**config.mk**
```make
export PLATFORM = sky130hd
export DESIGN_NAME = trellisFrontEnd
export DESIGN_NICKNAME = d
export VERILOG_FILES = /design/src/rtl/trellisDspPkg.sv /design/src/rtl/trellisHostPkg.sv /design/src/rtl/mfBus.sv /design/src/rtl/mfAlign.sv /design/src/rtl/rotationBank.sv /design/src/rtl/trellisFrontEnd.sv /design/src/rtl/trellisMonitor.sv
export VERILOG_INCLUDE_DIRS = /design/src /design/src/include
export SDC_FILE = /design/constraint.sdc
export NUM_CORES = 1
export LEC_CHECK = 0
export ABC_AREA = 1
export BUFFER_PORTS_ARGS = -buffer_cell sky130_fd_sc_hd__buf_2
export CORE_AREA = 5 5 201 203
export CTS_CLUSTER_SIZE = 12
export DETAILED_ROUTE_END_ITERATION = 7
export DIE_AREA = 0 0 206 208
export HOLD_SLACK_MARGIN = 0.05
export PLACE_DENSITY_LB_ADDON = 0.25
export SKIP_LAST_GASP = 1
export SLEW_MARGIN = 10
export SYNTH_ARGS = -nofsm -noshare
export SYNTH_HDL_FRONTEND = slang
export SYNTH_SLANG_ARGS = --single-unit
```
**constraint.sdc**
```tcl
create_clock -name clk -period 4.6 [get_ports clk]
set_input_delay 0.46 -clock clk [delete_from_list [all_inputs] [get_ports clk]]
set_output_delay 0.46 -clock clk [all_outputs]
set_load 0.01 [all_outputs]
```
**src/include/trellis_config.svh**
```systemverilog
// widths, delays, host addresses and DAC select codes, included by packages and RTL
`ifndef TRELLIS_CONFIG_SVH
`define TRELLIS_CONFIG_SVH

// ------------------------------
// signal path
// ------------------------------
`define SAMPLE_BITS 18
`define ROT_BITS 10
`define ZERO_DELAY 4
`define PHERR_BITS 10

// ------------------------------
// host register space
// ------------------------------
`define DECAY_RESET 8'hFF
`define ADDR_BITS 12
`define DATA_BITS 32
`define SPACE_BITS 8
`define TRELLIS_SPACE 8'h40
`define TRELLIS_DECAY 4'h2

// DAC monitor select codes
`define DAC_TRELLIS_I 4'h0
`define DAC_TRELLIS_Q 4'h1
`define DAC_TRELLIS_PHERR 4'h2
`define DAC_TRELLIS_INDEX 4'h3

`endif

```
**src/rtl/trellisDspPkg.sv**
```systemverilog
// signal path types shared by the aligner, the rotation bank and the top level
`include "trellis_config.svh"

package trellisDspPkg;

   // ------------------------------
   // sample and rotated words
   // ------------------------------

   // raw matched-filter output or input sample
   typedef logic signed [`SAMPLE_BITS-1:0] sampleWord;

   // quantized word, also used for each rotation
   typedef logic signed [`ROT_BITS-1:0] rotWord;

   // ------------------------------
   // rotation bank layout
   // ------------------------------

   // filter order matches the first index of rotArray
   typedef enum logic [1:0] {
      filtZero  = 2'd0,
      filtMinus = 2'd1,
      filtPlus  = 2'd2
   } filterIdx;

   // [filter][rotation], rotation 0 is the unrotated word
   typedef rotWord [0:2][0:3] rotArray;

endpackage

```
**src/rtl/trellisHostPkg.sv**
```systemverilog
// host bus and DAC monitor types used by the monitor and the top level
`include "trellis_config.svh"

package trellisHostPkg;

   // ------------------------------
   // host address
   // ------------------------------

   // upper field selects the register space, lower field the register
   typedef struct packed {
      logic [`SPACE_BITS-1:0]            space;
      logic [`ADDR_BITS-`SPACE_BITS-1:0] offset;
   } hostAddrFields;

   // raw view for range compares, field view for register decode
   typedef union packed {
      logic [`ADDR_BITS-1:0] raw;
      hostAddrFields         field;
   } hostAddr;

   typedef logic [`DATA_BITS-1:0] hostData;

   // ------------------------------
   // DAC monitor
   // ------------------------------
   typedef enum logic [3:0] {
      dacI     = `DAC_TRELLIS_I,
      dacQ     = `DAC_TRELLIS_Q,
      dacPhErr = `DAC_TRELLIS_PHERR,
      dacIndex = `DAC_TRELLIS_INDEX
   } dacSel;

   typedef logic signed [`SAMPLE_BITS-1:0] dacWord;

endpackage

```
**src/rtl/mfBus.sv**
```systemverilog
// aligned and quantized filter words passed from mfAlign to rotationBank once per symbol
`timescale 1ns/1ns

interface mfBus;
   import trellisDspPkg::*;

   // symbol enable, one pulse per symbol
   logic   en;

   // zero path, already delayed and halved
   rotWord zRe;
   rotWord zIm;

   // minus and plus paths
   rotWord mRe;
   rotWord mIm;
   rotWord pRe;
   rotWord pIm;

   modport src (
      output en, zRe, zIm, mRe, mIm, pRe, pIm
   );

   modport dst (
      input en, zRe, zIm, mRe, mIm, pRe, pIm
   );

endinterface

```
**src/rtl/mfAlign.sv**
```systemverilog
// zero-path delay line and quantization of the three matched-filter outputs onto mfBus
`timescale 1ns/1ns
`include "trellis_config.svh"

module mfAlign (
   input  logic                    clk,
   input  logic                    rst,
   input  logic                    sym2xEn,
   input  trellisDspPkg::sampleWord iIn,
   input  trellisDspPkg::sampleWord qIn,
   input  trellisDspPkg::sampleWord mfmI,
   input  trellisDspPkg::sampleWord mfmQ,
   input  trellisDspPkg::sampleWord mfpI,
   input  trellisDspPkg::sampleWord mfpQ,
   mfBus.src                       bus
);
   import trellisDspPkg::*;

   // zero path delay taps, tap 0 is the newest
   sampleWord zDlyI [`ZERO_DELAY];
   sampleWord zDlyQ [`ZERO_DELAY];

   // top ROT_BITS of the sample
   function automatic rotWord cutWord(input sampleWord s);
      return s[`SAMPLE_BITS-1 -: `ROT_BITS];
   endfunction

   // divide by two with sign extension, then cut
   function automatic rotWord halfWord(input sampleWord s);
      return {s[`SAMPLE_BITS-1], s[`SAMPLE_BITS-1 -: `ROT_BITS-1]};
   endfunction

   // ------------------------------
   // zero path delay line
   // ------------------------------
   // lines the unfiltered samples up with the minus and plus filter latency
   always_ff @(posedge clk) begin
      if (rst) begin
         for (int i = 0; i < `ZERO_DELAY; i++) begin
            zDlyI[i] <= '0;
            zDlyQ[i] <= '0;
         end
      end else if (sym2xEn) begin
         zDlyI[0] <= iIn;
         zDlyQ[0] <= qIn;
         for (int i = 1; i < `ZERO_DELAY; i++) begin
            zDlyI[i] <= zDlyI[i-1];
            zDlyQ[i] <= zDlyQ[i-1];
         end
      end
   end

   // ------------------------------
   // quantized words
   // ------------------------------
   assign bus.en  = sym2xEn;
   assign bus.zRe = halfWord(zDlyI[`ZERO_DELAY-1]);
   assign bus.zIm = halfWord(zDlyQ[`ZERO_DELAY-1]);
   assign bus.mRe = cutWord(mfmI);
   assign bus.mIm = cutWord(mfmQ);
   assign bus.pRe = cutWord(mfpI);
   assign bus.pIm = cutWord(mfpQ);

   // the 2x enable downstream needs two idle clocks after each pulse
   enSpacing: assert property (@(posedge clk) disable iff (rst)
      sym2xEn |=> !sym2xEn [*2]);

endmodule

```
**src/rtl/rotationBank.sv**
```systemverilog
// four quarter-turn rotations of each filter word, held from one symbol enable to the next
`timescale 1ns/1ns
`include "trellis_config.svh"

module rotationBank (
   input  logic                  clk,
   input  logic                  rst,
   mfBus.dst                     bus,
   output trellisDspPkg::rotArray rotReal,
   output trellisDspPkg::rotArray rotImag
);
   import trellisDspPkg::*;

   // bus words regrouped by filter
   rotWord  inRe [3];
   rotWord  inIm [3];
   rotArray nextReal;
   rotArray nextImag;

   // two's complement, wraps at the most negative value
   function automatic rotWord negWord(input rotWord w);
      return rotWord'(-w);
   endfunction

   always_comb begin
      inRe[filtZero]  = bus.zRe;
      inIm[filtZero]  = bus.zIm;
      inRe[filtMinus] = bus.mRe;
      inIm[filtMinus] = bus.mIm;
      inRe[filtPlus]  = bus.pRe;
      inIm[filtPlus]  = bus.pIm;
   end

   // ------------------------------
   // rotations
   // ------------------------------
   // multiply by 1, -j, -1, +j
   always_comb begin
      for (int f = 0; f < 3; f++) begin
         nextReal[f][0] = inRe[f];
         nextImag[f][0] = inIm[f];
         nextReal[f][1] = inIm[f];
         nextImag[f][1] = negWord(inRe[f]);
         nextReal[f][2] = negWord(inRe[f]);
         nextImag[f][2] = negWord(inIm[f]);
         nextReal[f][3] = negWord(inIm[f]);
         nextImag[f][3] = inRe[f];
      end
   end

   // ------------------------------
   // output registers
   // ------------------------------
   // sampled once per symbol
   always_ff @(posedge clk) begin
      if (rst) begin
         rotReal <= '0;
         rotImag <= '0;
      end else if (bus.en) begin
         rotReal <= nextReal;
         rotImag <= nextImag;
      end
   end

   // half turn of the held word, checked right after each update
   for (genvar f = 0; f < 3; f++) begin : gHalfTurn
      halfTurn: assert property (@(posedge clk) disable iff (rst)
         bus.en |=> (rotReal[f][2] == negWord(rotReal[f][0])) &&
                    (rotImag[f][2] == negWord(rotImag[f][0])));
   end

endmodule

```
**src/rtl/trellisFrontEnd.sv**
```systemverilog
// symbol-rate front end of the SOQPSK trellis demodulator, top level with plain ports
`timescale 1ns/1ns
`include "trellis_config.svh"

module trellisFrontEnd (
   input  logic                     clk,
   input  logic                     rst,
   input  logic                     sym2xEn,
   // zero path samples and external matched filters
   input  trellisDspPkg::sampleWord iIn,
   input  trellisDspPkg::sampleWord qIn,
   input  trellisDspPkg::sampleWord mfmI,
   input  trellisDspPkg::sampleWord mfmQ,
   input  trellisDspPkg::sampleWord mfpI,
   input  trellisDspPkg::sampleWord mfpQ,
   // from the trellis decoder
   input  logic [`PHERR_BITS-1:0]   phaseError,
   input  logic [1:0]               index,
   // host bus
   input  logic                     wr,
   input  trellisHostPkg::hostAddr  addr,
   input  trellisHostPkg::hostData  din,
   output trellisHostPkg::hostData  dout,
   output logic [7:0]               decayFactor,
   // DAC monitor
   input  trellisHostPkg::dacSel    dacSelect [0:2],
   output trellisHostPkg::dacWord   dacData [0:2],
   output logic [2:0]               dacSync,
   // enables and rotated words for the decoder
   output logic                     ternarySymEnOut,
   output logic                     ternarySym2xEnOut,
   output trellisDspPkg::rotArray   rotReal,
   output trellisDspPkg::rotArray   rotImag
);

   // one sample per symbol, so the single-rate enable is sym2xEn itself
   assign ternarySymEnOut = sym2xEn;

   mfBus mfLink ();

   // ------------------------------
   // signal path
   // ------------------------------
   mfAlign i_mfAlign (
      .clk     (clk),
      .rst     (rst),
      .sym2xEn (sym2xEn),
      .iIn     (iIn),
      .qIn     (qIn),
      .mfmI    (mfmI),
      .mfmQ    (mfmQ),
      .mfpI    (mfpI),
      .mfpQ    (mfpQ),
      .bus     (mfLink)
   );

   rotationBank i_rotationBank (
      .clk     (clk),
      .rst     (rst),
      .bus     (mfLink),
      .rotReal (rotReal),
      .rotImag (rotImag)
   );

   // ------------------------------
   // host and monitor
   // ------------------------------
   trellisMonitor i_trellisMonitor (
      .clk               (clk),
      .rst               (rst),
      .sym2xEn           (sym2xEn),
      .wr                (wr),
      .iIn               (iIn),
      .qIn               (qIn),
      .phaseError        (phaseError),
      .index             (index),
      .addr              (addr),
      .din               (din),
      .dout              (dout),
      .decayFactor       (decayFactor),
      .dacSelect         (dacSelect),
      .dacData           (dacData),
      .dacSync           (dacSync),
      .ternarySym2xEnOut (ternarySym2xEnOut)
   );

endmodule

```
**src/rtl/trellisMonitor.sv**
```systemverilog
// decay factor register with host readback, 2x symbol enable and three-channel DAC monitor
`timescale 1ns/1ns
`include "trellis_config.svh"

module trellisMonitor (
   input  logic                     clk,
   input  logic                     rst,
   input  logic                     sym2xEn,
   input  logic                     wr,
   input  trellisDspPkg::sampleWord iIn,
   input  trellisDspPkg::sampleWord qIn,
   input  logic [`PHERR_BITS-1:0]   phaseError,
   input  logic [1:0]               index,
   input  trellisHostPkg::hostAddr  addr,
   input  trellisHostPkg::hostData  din,
   output trellisHostPkg::hostData  dout,
   output logic [7:0]               decayFactor,
   input  trellisHostPkg::dacSel    dacSelect [0:2],
   output trellisHostPkg::dacWord   dacData [0:2],
   output logic [2:0]               dacSync,
   output logic                     ternarySym2xEnOut
);
   import trellisHostPkg::*;

   localparam int offsetBits = `ADDR_BITS - `SPACE_BITS;
   localparam logic [`ADDR_BITS-1:0] spaceBase = {`TRELLIS_SPACE, {offsetBits{1'b0}}};
   localparam logic [`ADDR_BITS-1:0] spaceTop  = {`TRELLIS_SPACE, {offsetBits{1'b1}}};

   logic inSpace;
   logic decayHit;
   logic sym2xEnDly;

   // ------------------------------
   // host registers
   // ------------------------------
   // space check on the raw word, register pick on the offset field
   assign inSpace  = (addr.raw >= spaceBase) && (addr.raw <= spaceTop);
   assign decayHit = inSpace && (addr.field.offset == `TRELLIS_DECAY);

   always_ff @(posedge clk) begin
      if (rst) begin
         decayFactor <= `DECAY_RESET;
      end else if (wr && decayHit) begin
         decayFactor <= din[7:0];
      end
   end

   // unmapped addresses read as zero
   always_comb begin
      if (decayHit) begin
         dout = hostData'(decayFactor);
      end else begin
         dout = '0;
      end
   end

   // ------------------------------
   // 2x enable
   // ------------------------------
   // stretches each symbol enable over two clocks for the line decoder
   always_ff @(posedge clk) begin
      if (rst) begin
         sym2xEnDly <= 1'b0;
      end else begin
         sym2xEnDly <= sym2xEn;
      end
   end

   assign ternarySym2xEnOut = sym2xEn | sym2xEnDly;

   // ------------------------------
   // DAC mux
   // ------------------------------
   // same selection rule on every channel
   function automatic dacWord dacMux(input dacSel sel);
      dacWord result;
      case (sel)
         dacI:     result = iIn;
         dacQ:     result = qIn;
         dacIndex: result = dacWord'({index, 12'b0});
         // phase error also covers undefined codes
         default:  result = {phaseError, {(`SAMPLE_BITS-`PHERR_BITS){1'b0}}};
      endcase
      return result;
   endfunction

   always_ff @(posedge clk) begin
      if (rst) begin
         dacSync <= '0;
         for (int ch = 0; ch < 3; ch++) begin
            dacData[ch] <= '0;
         end
      end else begin
         for (int ch = 0; ch < 3; ch++) begin
            dacData[ch] <= dacMux(dacSelect[ch]);
            dacSync[ch] <= sym2xEn;
         end
      end
   end

   // DAC sync markers must trace back to a symbol enable
   syncFromEn: assert property (@(posedge clk) disable iff (rst)
      (|dacSync) |-> $past(sym2xEn));

endmodule
```
Yosys cells after proc, flatten, opt, wreduce, memory -nomap -nowiden
Memory sizes are Yosys's and may differ from the RTL's.
Index checks and enable logic that the tools add are counted.

operators by class
  add/sub/neg operators = 6
  reductions and logical operators = 6
  equality and inequality tests = 7
  order comparisons = 2
  bitwise logic cells = 9
  multiplexer cells = 17

operators with widths
  kind                  number
  $pmux 18 s3           3
  $mux 18               8
  $neg 10->10           4
  $neg 9->10            2
  $eq 4x2->1 const B    4
  $eq 4x1->1 const B    3
  $ge 12x11->1 const B  1
  $le 12x11->1 const B  1
  $logic_not 4->1       3
  $or 1x1->1            9
  $mux 8                1
  $mux 1                5
  $logic_and 1x1->1     3

word-level totals
  memories kept = 2
  output and inout bits = 339
  memory bits (writable) = 144
  logic and storage cells = 67
  input bits = 180
  register bits = 182

memory list
  memory           depth  bits a word  read ports  clocked after memory_dff  write ports  line           text
  i_mfAlign.zDlyI  4      18           4           0                         4            mfAlign.sv:20  sampleWord zDlyI [`ZERO_DELAY];
  i_mfAlign.zDlyQ  4      18           4           0                         4            mfAlign.sv:21  sampleWord zDlyQ [`ZERO_DELAY];

Depth between registers and ports, before layout
Gate-level depths: netlist of the first run.

  word-level depth = 4
  gate-level depth with buffers = 8
  gate-level depth less buffers = 7

Modules after synthesis
From an unflattened synthesis of the first run, not the netlist that was laid out.

unflattened totals
  cells, all modules = 1610
  area total of the unflattened synthesis = 12523.3 sq um

modules (own cells, without submodules)
  module           cells an instance  times used  sequential area each (sq um)  area an instance (sq um)
  rotationBank     870                1           2282.2                        6108.4
  mfAlign          278                1           2162.1                        3225.6
  trellisMonitor   461                1           1261.2                        3181.8
  trellisFrontEnd  1                  1           0.0                           7.5

Least setup slack after synthesis of the first run
OpenSTA, ideal clock, no wires.

  kind = input port to flip-flop
  from = input rst
  to = register i_rotationBank.rotImag[56] (netlist name)
  arrival = 2.775 ns
  slack = 1.701 ns
  library setup time = 0.123 ns
  cell stages on the path = 8
  path through = buf_6 -> inv_2 -> nand2_1 -> inv_2 -> buf_4 -> buf_2 -> nand2_1 -> nand3_1

RTL lines
  element      line                  text
  from (decl)  trellisFrontEnd.sv:7  input logic rst,

Final worst setup path of the first run
  from = input addr[11] (netlist bit)
  to = output dout[7]

between the ends
  cells in the longest elaborated chain, start to end = 4

ends and longest elaborated chain
  element                                              line                   text
  from (decl)                                          trellisFrontEnd.sv:21  input trellisHostPkg::hostAddr addr,
  $ge 12x11->1 / $le 12x11->1 (equally long branches)  trellisMonitor.sv:37   assign inSpace = (addr.raw >= spaceBase) && (addr.raw <= spaceTop);
  $logic_and 1x1->1 (*)                                trellisMonitor.sv:37
  $logic_and 1x1->1 (*)                                trellisMonitor.sv:38   assign decayHit = inSpace && (addr.field.offset == `TRELLIS_DECAY);
  $mux 8 (*)                                           trellisMonitor.sv:50   if (decayHit) begin
  to (decl)                                            trellisFrontEnd.sv:23  output trellisHostPkg::hostData dout,

Every way passes the cells marked *; elsewhere a longest branch is shown, timed or not.

==> results.py, run 1 <==
metrics = {
    "outcome": {
        "status": "completed",
    },
    "setup_path": {
        "cpPeakStageDelay_ps": 510,
        "worstSetupEndpoint": "dout[7]",
        "worst_ep_required_time_ps": 4140,
        "critPathBufInv": 2,
        "cp.arrival_ps": 1750,
        "start_kind": "input pin",
        "cp-end-kind": "output pin",
        "cp_top_family": "simple AND/OR/NAND/NOR gates",
        "cp_max_fo": 10,
        "crit_chain": "buf_2, nor2_1, nor2b_1, nand2_1, nor2_1, buf_2",
        "regToRegStartpoint": "i_mfAlign.zDlyI[3][10]",
        "setup.worst_path.start": "addr[11]",
        "cp_slowest_cell": "nor2b_1",
        "path_depth": 6,
        "r2r_cells": 7,
        "r2r_slack_ps": 3220,
        "r2r-end": "i_rotationBank.rotImag[108]",
        "path_class": "in2out",
    },
    "synth": {
        "ys.flop_type": "dfxtp_1",
        "ys_async_sr_fraction": 0,
        "yosysWarnings": 0,
        "yosysTopAreaCellShare": 0.316,
        "synthesis.area_mm2": 0.0111,
        "synth-seq-cells": 247,
        "ys_seq_area_frac": 0.510,
        "synth_edf_count": 72,
        "syn_inst": 1361,
        "avgSynthCellArea_um2": 8.16,
        "synth.most_common_cell": "nand2_1",
        "ys_top_cells_by_count": "273 x nand2_1, 175 x dfxtp_1, 159 x buf_4, 150 x nor2_1, 145 x inv_1",
        "yosysTopAreaCell": "dfxtp_1",
        "synth_area_leaders": "dfxtp_1 32%, edfxtp_1 19%, buf_4 11%, nand2_1 9.2%, nor2_1 5.1%",
        "netlist-cell-type-count": 30,
    },
    "grt": {
        "grt_max_degree": 100,
        "grt_use_total": 0.152,
        "grt_pass1_wl_um": 52400,
        "overflow": 0,
        "grt_pass1_vias": 9211,
        "antenna_found_initial": 1,
    },
    "sta": {
        "rsz0062_at_grt": "no",
        "relSlewSlack": 0.311,
        "skew_ps": 12.6,
        "setup_tns_ps": 0,
        "report.final.slew_viol_count": 0,
        "finalHoldViolations": 0,
        "worst_slack_ps": 2390,
        "tightest_slew_ps": 1030,
        "fin_crit_sh": 0.480,
        "max_freq_mhz": 453,
        "layout_min_cycle_time_ps": 2210,
        "setup_violations": 0,
        "holdWs_ps": 149,
    },
    "detailed_routing": {
        "drc_errors": 0,
        "vias": 9622,
        "drtPass1Iterations": 5,
        "antenna_left": 0,
        "wl_per_cell_um": 15.9,
        "wl_um": 34800,
        "drtIter0Drc": 465,
        "vias_per_cell": 4.39,
    },
    "placed_design": {
        "hpwl_um": 26200,
        "portBuffers": 438,
        "place_congestion": 0.875,
        "place_ws_ps": 1870,
    },
    "worst_hold_path": {
        "min_path_type": "in2reg",
    },
    "clock_network": {
        "cts_buffers": 29,
        "cts_tree": "yes",
        "htreeDepth": 1,
        "cts_hold_buf": 0,
        "postCtsSetupBuffers": 0,
        "cts-root-buf": "clkbuf_16",
        "path_clk_slew_ps": 60,
        "cts_buffer_depth": 3,
        "cts_num_sinks": 247,
        "clock_latency_ps": 550,
        "cts_resized": 0,
    },
    "floorplan": {
        "io_pins": 519,
        "start_util": 0.290,
        "rows": 72,
        "die_width_um": 206,
        "core_area_mm2": 0.0383,
        "dieArea_mm2": 0.0428,
        "die_height_um": 208,
    },
    "power": {
        "p_leak_nw": 6.85,
        "power_density_mw_per_mm2": 393,
        "peakVddDrop_mv": 0.255,
    },
    "layout": {
        "fillers": 4024,
        "synthToLayoutAreaGrowth_pct": 22.7,
        "drive_gt1_frac": 0.303,
        "nets": 1839,
    },
    "flow_run": {
        "maxCapViolations": 0,
    },
}
## cell families (layout without fill, tap and decap cells)
group,Yosys count,count (layout),synth area share
flops,247,247,0.510
buf+inv,359,650,0.180
compound gates,188,188,0.0911
simple gates,560,560,0.211
fa+ha+maj,6,6,0.00676
other cells,1,25,0.000338
## cell type report
| cell class | count | area (µm²) | area share |
|---|---|---|---|
| diodes | 1 | 2.50 | 0.000184 |
| clock buffers | 46 | 896 | 0.0658 |
| clock inverters | 7 | 65.1 | 0.00478 |
| inverters | 153 | 579 | 0.0425 |
| multi-input cells | 778 | 3530 | 0.259 |
| flip-flops and latches | 247 | 5670 | 0.416 |
| well taps | 518 | 648 | 0.0476 |
| repair buffers | 444 | 2240 | 0.164 |
## worst reg2reg max path, delay by kind of cell, from the launching register on
family / cells / cell delay (ps)
adders and majority gates: 1 / 190
buffers and inverters: 1 / 110
DFF: 1 / 360
and+or+nand+nor: 5 / 610
## metrics by stage
step | total power [mW] | std cells | area (µm²) | util
2_1_floorplan | 2.90 | 1384 | 11200 | -
3_3_place_gp | 3.12 | 2140 | 12700 | 0.331
3_5_place_dp | 3.13 | 2140 | 12700 | 0.331
4_1_cts | 5.45 | 2193 | 13600 | 0.356
5_1_grt | 5.62 | 2194 | 13600 | 0.356
6_report | 5.36 | 2194 | 13600 | 0.356
## worst min-delay path by stage
stage	from	end	slack (ps)	cells past startpoint
after detailed placement	i_rotationBank.rotImag[44]	i_rotationBank.rotImag[44]	450	2
after global placement	i_rotationBank.rotImag[43]	i_rotationBank.rotImag[43]	450	2
after floorplan	i_mfAlign.zDlyI[3][16]	i_rotationBank.rotImag[87]	460	2
after CTS	mfpQ[11]	i_rotationBank.rotReal[23]	110	3
final	mfpQ[11]	i_rotationBank.rotReal[23]	150	3
after global routing	mfpQ[11]	i_rotationBank.rotReal[23]	140	3
## routing by layer
metal | wire [µm] | part of all wire | track usage
met1 | 13900 | 0.40 | 0.184
met2 | 16300 | 0.47 | 0.259
met3 | 3690 | 0.11 | 0.0540
met4 | 856 | 0.025 | 0.0372
met5 | 0 | 0 | 0
## sequential cells by signal (all words and copies together), names as in the netlist
signal	cells
i_rotationBank.rotReal	28
i_rotationBank.rotImag	84
i_trellisMonitor.dacSync	1
i_trellisMonitor.decayFactor	8
i_trellisMonitor.dacData	54
i_mfAlign.zDlyI	36
i_mfAlign.zDlyQ	36
## cells in the final DEF, fill, tap and decap left out, drive strengths merged
| master | count |
|---|---|
| a21oi | 50 |
| a22o | 9 |
| a31oi | 1 |
| buf | 444 |
| bufinv | 1 |
| clkbuf | 46 |
| clkinv | 6 |
| conb | 24 |
| dfxtp | 175 |
| diode | 1 |
| edfxtp | 72 |
| ha | 6 |
| inv | 153 |
| nand2 | 273 |
| nand3 | 89 |
| nand3b | 1 |
| nand4 | 33 |
| nor2 | 155 |
| nor2b | 2 |
| nor3 | 6 |
| o211ai | 14 |
| o21ai | 114 |
| or2 | 1 |
## report_power, final
part	internal, mW	switching [mW]	total (mW)
Sequential	2.37	0.0788	2.45
Combinational	0.218	0.402	0.620
Clock	1.38	0.904	2.29
Power figures use the tool's default switching activity.
==> run 2, diff against run 1 <==
Settings changed: ABC_AREA 1 to 0.
Clock period 4.6 ns to 1.9 ns, I/O delays scaled along.
==> run 2 against run 1 <==
  * Final area up 17%
  * Global-route usage up 0.31 points
  * Utilization up 5.9 points
  * Hold slack worse by 58 ps
  * Register-to-register slack worse by 3200 ps
  * Critical path type is now in2reg
  * Sequential share of layout area down 5.9 points
  * Routed wire length up 3.3%
==> results.py, run 2 <==
metrics = {
    "outcome": {
        "status": "completed",
    },
    "power": {
        "p_total_mw": 13.9,
        "p_leak_nw": 7.41,
        "power_density_mw_per_mm2": 877,
        "peakVddDrop_mv": 0.731,
    },
    "synth": {
        "yosysTopAreaCellShare": 0.299,
        "ys_top_cells_by_count": "175 x dfxtp_1, 156 x buf_4, 110 x nor2_1, 87 x mux2i_1, 80 x and2_1",
        "synth_edf_count": 72,
        "synth_area_leaders": "dfxtp_1 30%, edfxtp_1 18%, buf_4 10%, mux2i_1 7.4%, and2_1 4.3%",
        "ys_seq_area_frac": 0.483,
        "netlist-cell-type-count": 47,
        "yosysWarnings": 0,
        "ys_async_sr_fraction": 0,
        "ys.flop_type": "dfxtp_1",
        "yosysTopAreaCell": "dfxtp_1",
        "synthesis.area_mm2": 0.0117,
        "syn_inst": 1177,
        "synth.most_common_cell": "dfxtp_1",
        "avgSynthCellArea_um2": 9.96,
        "synth-seq-cells": 247,
    },
    "setup_path": {
        "start_kind": "input pin",
        "worst_ep_required_time_ps": 2320,
        "cp_top_family": "buffers and inverters",
        "cp_max_fo": 34,
        "path_class": "in2reg",
        "cpPeakStageDelay_ps": 630,
        "cp-end-kind": "register",
        "cp.arrival_ps": 2280,
        "cp_slowest_cell": "dlygate4sd3_1",
        "crit_chain": "dlygate4sd3_1, buf_6, buf_12, buf_6, a221oi_1, dlygate4sd3_1",
        "critPathBufInv": 5,
    },
    "detailed_routing": {
        "drtPass1Iterations": 5,
        "wl_per_cell_um": 16.7,
        "vias": 9713,
        "vias_per_cell": 4.52,
        "wl_um": 36000,
        "drc_errors": 0,
        "antenna_left": 0,
        "drtIter0Drc": 393,
    },
    "layout": {
        "synthToLayoutAreaGrowth_pct": 35.6,
        "drive_gt1_frac": 0.342,
        "nets": 1794,
        "layout_commonest_cell": "buf_2",
        "antenna_cells": 0,
        "reg_top3": "i_rotationBank.rotImag (84), i_trellisMonitor.dacData (54)",
        "largest_reg_flops": 84,
        "final_cell_mix": "436 x buf_2, 175 x dfxtp_1, 116 x dlygate4sd3_1",
        "regMostFlops": "i_rotationBank.rotImag",
    },
    "worst_hold_path": {
        "min_path_type": "in2reg",
    },
    "grt": {
        "grt_pass1_vias": 9447,
        "overflow": 0,
        "grt_use_total": 0.156,
        "grt_max_degree": 66,
        "grt_use_met3": 0.0438,
        "met2_usage": 0.260,
        "antenna_found_initial": 0,
        "grt_use_met1": 0.195,
        "grt_pass1_wl_um": 54100,
        "gr-max-usage-layer": "met2",
    },
    "clock_network": {
        "clock_latency_ps": 560,
        "cts_buffers": 30,
        "path_clk_slew_ps": 60,
        "cts_buffer_depth": 3,
        "cts-root-buf": "clkbuf_16",
        "htreeDepth": 1,
        "cts_num_sinks": 247,
        "cts_tree": "yes",
    },
    "floorplan": {
        "dieArea_mm2": 0.0428,
        "io_pins": 519,
        "die_width_um": 206,
        "rows": 72,
        "core_area_mm2": 0.0383,
        "start_util": 0.306,
        "die_height_um": 208,
    },
    "placed_design": {
        "place_congestion": 0.829,
        "portBuffers": 438,
        "hpwl_um": 26600,
    },
    "sta": {
        "setup_tns_ps": 0,
        "tightest_slew_ps": 728,
        "rsz0062_at_grt": "no",
        "relSlewSlack": 0.512,
        "setup_violations": 0,
        "finalHoldViolations": 0,
        "fin_crit_sh": 0.976,
        "skew_ps": 21.3,
        "layout_min_cycle_time_ps": 1850,
        "report.final.slew_viol_count": 0,
        "max_freq_mhz": 539,
    },
    "flow_run": {
        "maxCapViolations": 0,
    },
}
-- run 2: cell count changes after synthesis, moves of 33 or more --
cell	previous run	this run
nand2_1	273	24
inv_1	145	55
mux2i_1	0	87
and2_1	0	80
nand3_1	89	9
o21ai_0	102	25
clkbuf_1	9	52
nand2b_1	0	41
nor2_1	150	110
nor3b_1	0	37
or4_1	0	37
nand4_1	33	0
-- run 2: per-layer routing --
layer | wire [µm] | vias up
met3 | 3020 | 53
met2 | 16600 | 401
met5 | 0 | -
met1 | 15200 | 4463
li1 | - | 4796
met4 | 1120 | 0
-- run 2: worst paths after layout --
check | start | end | slack [ps] | depth (start not counted)
worst min-delay path | sym2xEn | i_rotationBank.rotImag[6] | 90 | 3
worst max register to register | i_mfAlign.zDlyI[3][9] | i_rotationBank.rotImag[105] | 60 | 4
worst max-delay path | rst | i_trellisMonitor.dacData[29] | 50 | 6
worst min register to register | i_rotationBank.rotReal[3] | i_rotationBank.rotReal[3] | 480 | 2
-- run 2: through the flow --
stage               instance area, µm²  instances  hold WS, ps  setup slack (ps)   util
floorplan                        11800       1200          334              12.8      -
global placement                 13700       1977          445              73.5  0.357
detailed placement               13700       1977          460              13.9  0.357
CTS                              15900       2148         58.0              46.1  0.414
global route                     15900       2149         88.3              3.36  0.415
finish                           15900       2149         91.8              45.1  0.415
-- run 2: worst reg2reg max path: stages, from the launching register on --
cell      delay (ps)
edfxtp_1         420
buf_4            160
or4_2            680
or4_1            410
o311ai_0          90
-- run 2: layout make-up --
class                   instances  area, µm²
flip-flops and latches        247       5670
inverters                      55        206
repair buffers                601       3810
fillers                      3707      22400
well taps                     518        648
clock buffers                  40        871
clock inverters                15        176
multi-input cells             673       4520
-- run 2: repair_timing --
| action | in CTS | in global routing |
|---|---|---|
| setup endpoints to repair | 0 | 11 |
| hold buffers | 116 | 0 |
| gates resized for setup | 0 | 9 |
| setup buffers | 0 | 1 |
| endpoints found under the hold margin | 152 | 0 |
-- run 2: kinds of logic (layout without fill, tap and decap cells) --
group                    after synthesis  after routing  share of synthesized area
AND/OR/NAND/NOR                      383            383                      0.186
buffers and inverters                280            711                      0.141
flip-flops                           247            247                      0.483
AO/OA/AOI/OAI                        161            161                     0.0999
multiplexers                          89             89                     0.0762
XOR/XNOR                              10             10                    0.00747
adder cells (fa/ha/maj)                6              6                    0.00641
other                                  1             24                   0.000320
-- run 2: power breakdown --
part           switching (mW)  internal, mW  total, mW  leakage, nW
logic                    1.08         0.944       2.03         4.66
registers               0.192          5.75       5.94         2.23
clock network            2.24          3.73       5.98        0.513
==> run 3, diff against run 2 <==
Settings changed: SETUP_SLACK_MARGIN from default to 0.2.
==> run 3 against run 2 <==
  * Total power increased by 0.85%
  * Sequential power about the same
  * Die area unchanged
  * Final area increased by 1.6%
  * Flip-flop and latch count unchanged
  * Combinational power increased by 3%
  * Via count increased by 2.3%
  * First-iteration DRC count increased by 7.9%
  * Routed wire length increased by 2.4%
  * Fmax increased by 6.8%
  * Non-clock buffer count increased by 19
  * Largest cell class unchanged
  * Utilization increased by 0.68 points
==> results.py, run 3 (synthesis results as in run 2) <==
metrics = {
    "outcome": {
        "status": "completed",
    },
    "placed_design": {
        "portBuffers": 438,
        "place_congestion": 0.841,
        "hpwl_um": 26900,
    },
    "power": {
        "p_sw_frac": 0.258,
        "peakVddDrop_mv": 0.684,
        "pwr-share-seq": 0.423,
        "p_switching_mw": 3.62,
        "p_total_mw": 14.1,
        "combPwrFrac": 0.149,
        "p_leak_nw": 7.50,
        "p_clk_frac": 0.428,
        "internal_power_mw": 10.4,
        "power_density_mw_per_mm2": 870,
    },
    "setup_path": {
        "cp_top_family": "simple AND/OR/NAND/NOR gates",
        "r2r_cells": 5,
        "cp_max_fo": 4,
        "cp.arrival_ps": 2210,
        "regToRegStartpoint": "i_mfAlign.zDlyQ[3][10]",
        "crit_chain": "inv_1, ha_2, or4b_4, or4_4, o311ai_2",
        "cp_slowest_cell": "or4b_4",
        "r2r_slack_ps": 160,
        "cpPeakStageDelay_ps": 480,
        "path_class": "reg2reg",
        "start_kind": "register",
        "cp-end-kind": "register",
        "worst_ep_required_time_ps": 2370,
        "critPathBufInv": 1,
        "r2r-end": "i_rotationBank.rotImag[96]",
    },
    "floorplan": {
        "core_area_mm2": 0.0383,
        "die_width_um": 206,
        "io_pins": 519,
        "rows": 72,
        "die_height_um": 208,
        "dieArea_mm2": 0.0428,
        "start_util": 0.306,
    },
    "detailed_routing": {
        "wl_met1_um": 15000,
        "route.met3.wl_um": 3070,
        "drtPass1Iterations": 4,
        "antenna_left": 0,
        "wl_met2_um": 17700,
        "wl_um": 36800,
        "wl_per_cell_um": 17.0,
        "highest_layer": "met4",
        "vias": 9937,
        "vias_per_cell": 4.58,
        "drc_errors": 0,
        "drtIter0Drc": 424,
    },
    "clock_network": {
        "cts_buffer_depth": 3,
        "clock_latency_ps": 560,
        "cts-root-buf": "clkbuf_16",
        "cts_tree": "yes",
        "cts_num_sinks": 247,
        "path_clk_slew_ps": 60,
        "htreeDepth": 1,
        "cts_buffers": 30,
    },
    "layout": {
        "final_cell_mix": "436 x buf_2, 175 x dfxtp_1, 119 x dlygate4sd3_1",
        "synthToLayoutAreaGrowth_pct": 37.8,
        "regMostFlops": "i_rotationBank.rotImag",
        "drive_gt1_frac": 0.358,
        "final_util": 0.422,
        "layout_commonest_cell": "buf_2",
        "largest_reg_flops": 84,
        "reg_top3": "i_rotationBank.rotImag (84), i_trellisMonitor.dacData (54)",
        "nets": 1813,
    },
    "sta": {
        "setup_tns_ps": 0,
        "holdWs_ps": 33.5,
        "relSlewSlack": 0.465,
        "report.final.slew_viol_count": 0,
        "tightest_slew_ps": 797,
        "rsz0062_at_grt": "yes",
        "fin_crit_sh": 0.914,
        "setup_violations": 0,
        "skew_ps": 18.2,
        "layout_min_cycle_time_ps": 1740,
        "finalHoldViolations": 0,
        "max_freq_mhz": 576,
    },
    "grt": {
        "overflow": 0,
        "antenna_found_initial": 0,
        "grt_max_degree": 60,
        "grt_pass1_vias": 9720,
        "grt_use_total": 0.161,
        "grt_pass1_wl_um": 55500,
    },
    "worst_hold_path": {
        "holdPathStages": 4,
        "min_path_type": "in2reg",
        "holdPathEnd": "i_rotationBank.rotImag[71]",
        "hold_path.startpoint": "mfmQ[9]",
    },
    "flow_run": {
        "maxCapViolations": 0,
    },
}
## run 3: cell types whose count changed in the layout (fill, tap and decap cells not counted), moves of 3 or more
cell | previous run | this run
buf_4 | 39 | 53
or4_4 | 1 | 8
or4_1 | 36 | 30
o311ai_0 | 19 | 15
buf_12 | 7 | 10
clkbuf_8 | 4 | 1
dlygate4sd3_1 | 116 | 119
ha_1 | 5 | 2
o311ai_2 | 0 | 3
## run 3: worst register-to-register path: stages (launching register included)
cell and delay (ps):
edfxtp_1 410, inv_1 80, ha_2 170, or4b_4 480, or4_4 430, o311ai_2 70
## run 3: worst max path at each step
stage,from,end,slack (ps),cells after the start
after floorplan,i_mfAlign.zDlyI[3][10],i_rotationBank.rotImag[108],210,5
after global placement,mfpQ[9],i_rotationBank.rotReal[8],80,6
after detailed placement,mfpQ[8],i_rotationBank.rotReal[8],80,6
after CTS,i_mfAlign.zDlyI[3][9],i_rotationBank.rotImag[108],160,5
after global routing,i_mfAlign.zDlyQ[3][10],i_rotationBank.rotImag[96],100,5
final,i_mfAlign.zDlyQ[3][10],i_rotationBank.rotImag[96],160,5
## run 3: what timing repair did
item                                   4_1_cts  5_1_grt
pin swaps                                    1        3
hold buffers                               120        0
setup buffers                                9        8
endpoints found under the hold margin      157        0
setup endpoints to repair                    7       19
gates resized for setup                      2       25
## run 3: layout make-up
cell class,count,area [µm²]
fillers,3718,22100
flip-flops and latches,247,5670
diodes,1,2.50
clock buffers,37,810
inverters,55,206
clock inverters,19,230
well taps,518,648
repair buffers,620,3990
multi-input cells,673,4600
## run 3: power by group through the flow
stage	Combinational, mW	Clock [mW]	Sequential (mW)
finish	2.10	6.01	5.95
global route	2.29	6.42	5.98
CTS	2.07	6.21	5.96
detailed placement	1.83	0	6.07
global placement	1.82	0	6.06
floorplan	1.11	0	6.10
## run 3: per-layer routing
layer | global-route usage | vias to the layer above
met2 | 0.278 | 421
li1 | - | 4843
met4 | 0.0434 | 0
met5 | 0 | -
met1 | 0.197 | 4618
met3 | 0.0424 | 55
## run 3: metrics by stage
step / std cells / cell area [µm²] / worst slack, ps
after floorplan: 1200 / 11800 / 206
after global placement: 1977 / 13700 / 84.2
after detailed placement: 1977 / 13700 / 81.7
after CTS: 2162 / 16000 / 163
after global routing: 2169 / 16200 / 100
final: 2170 / 16200 / 163
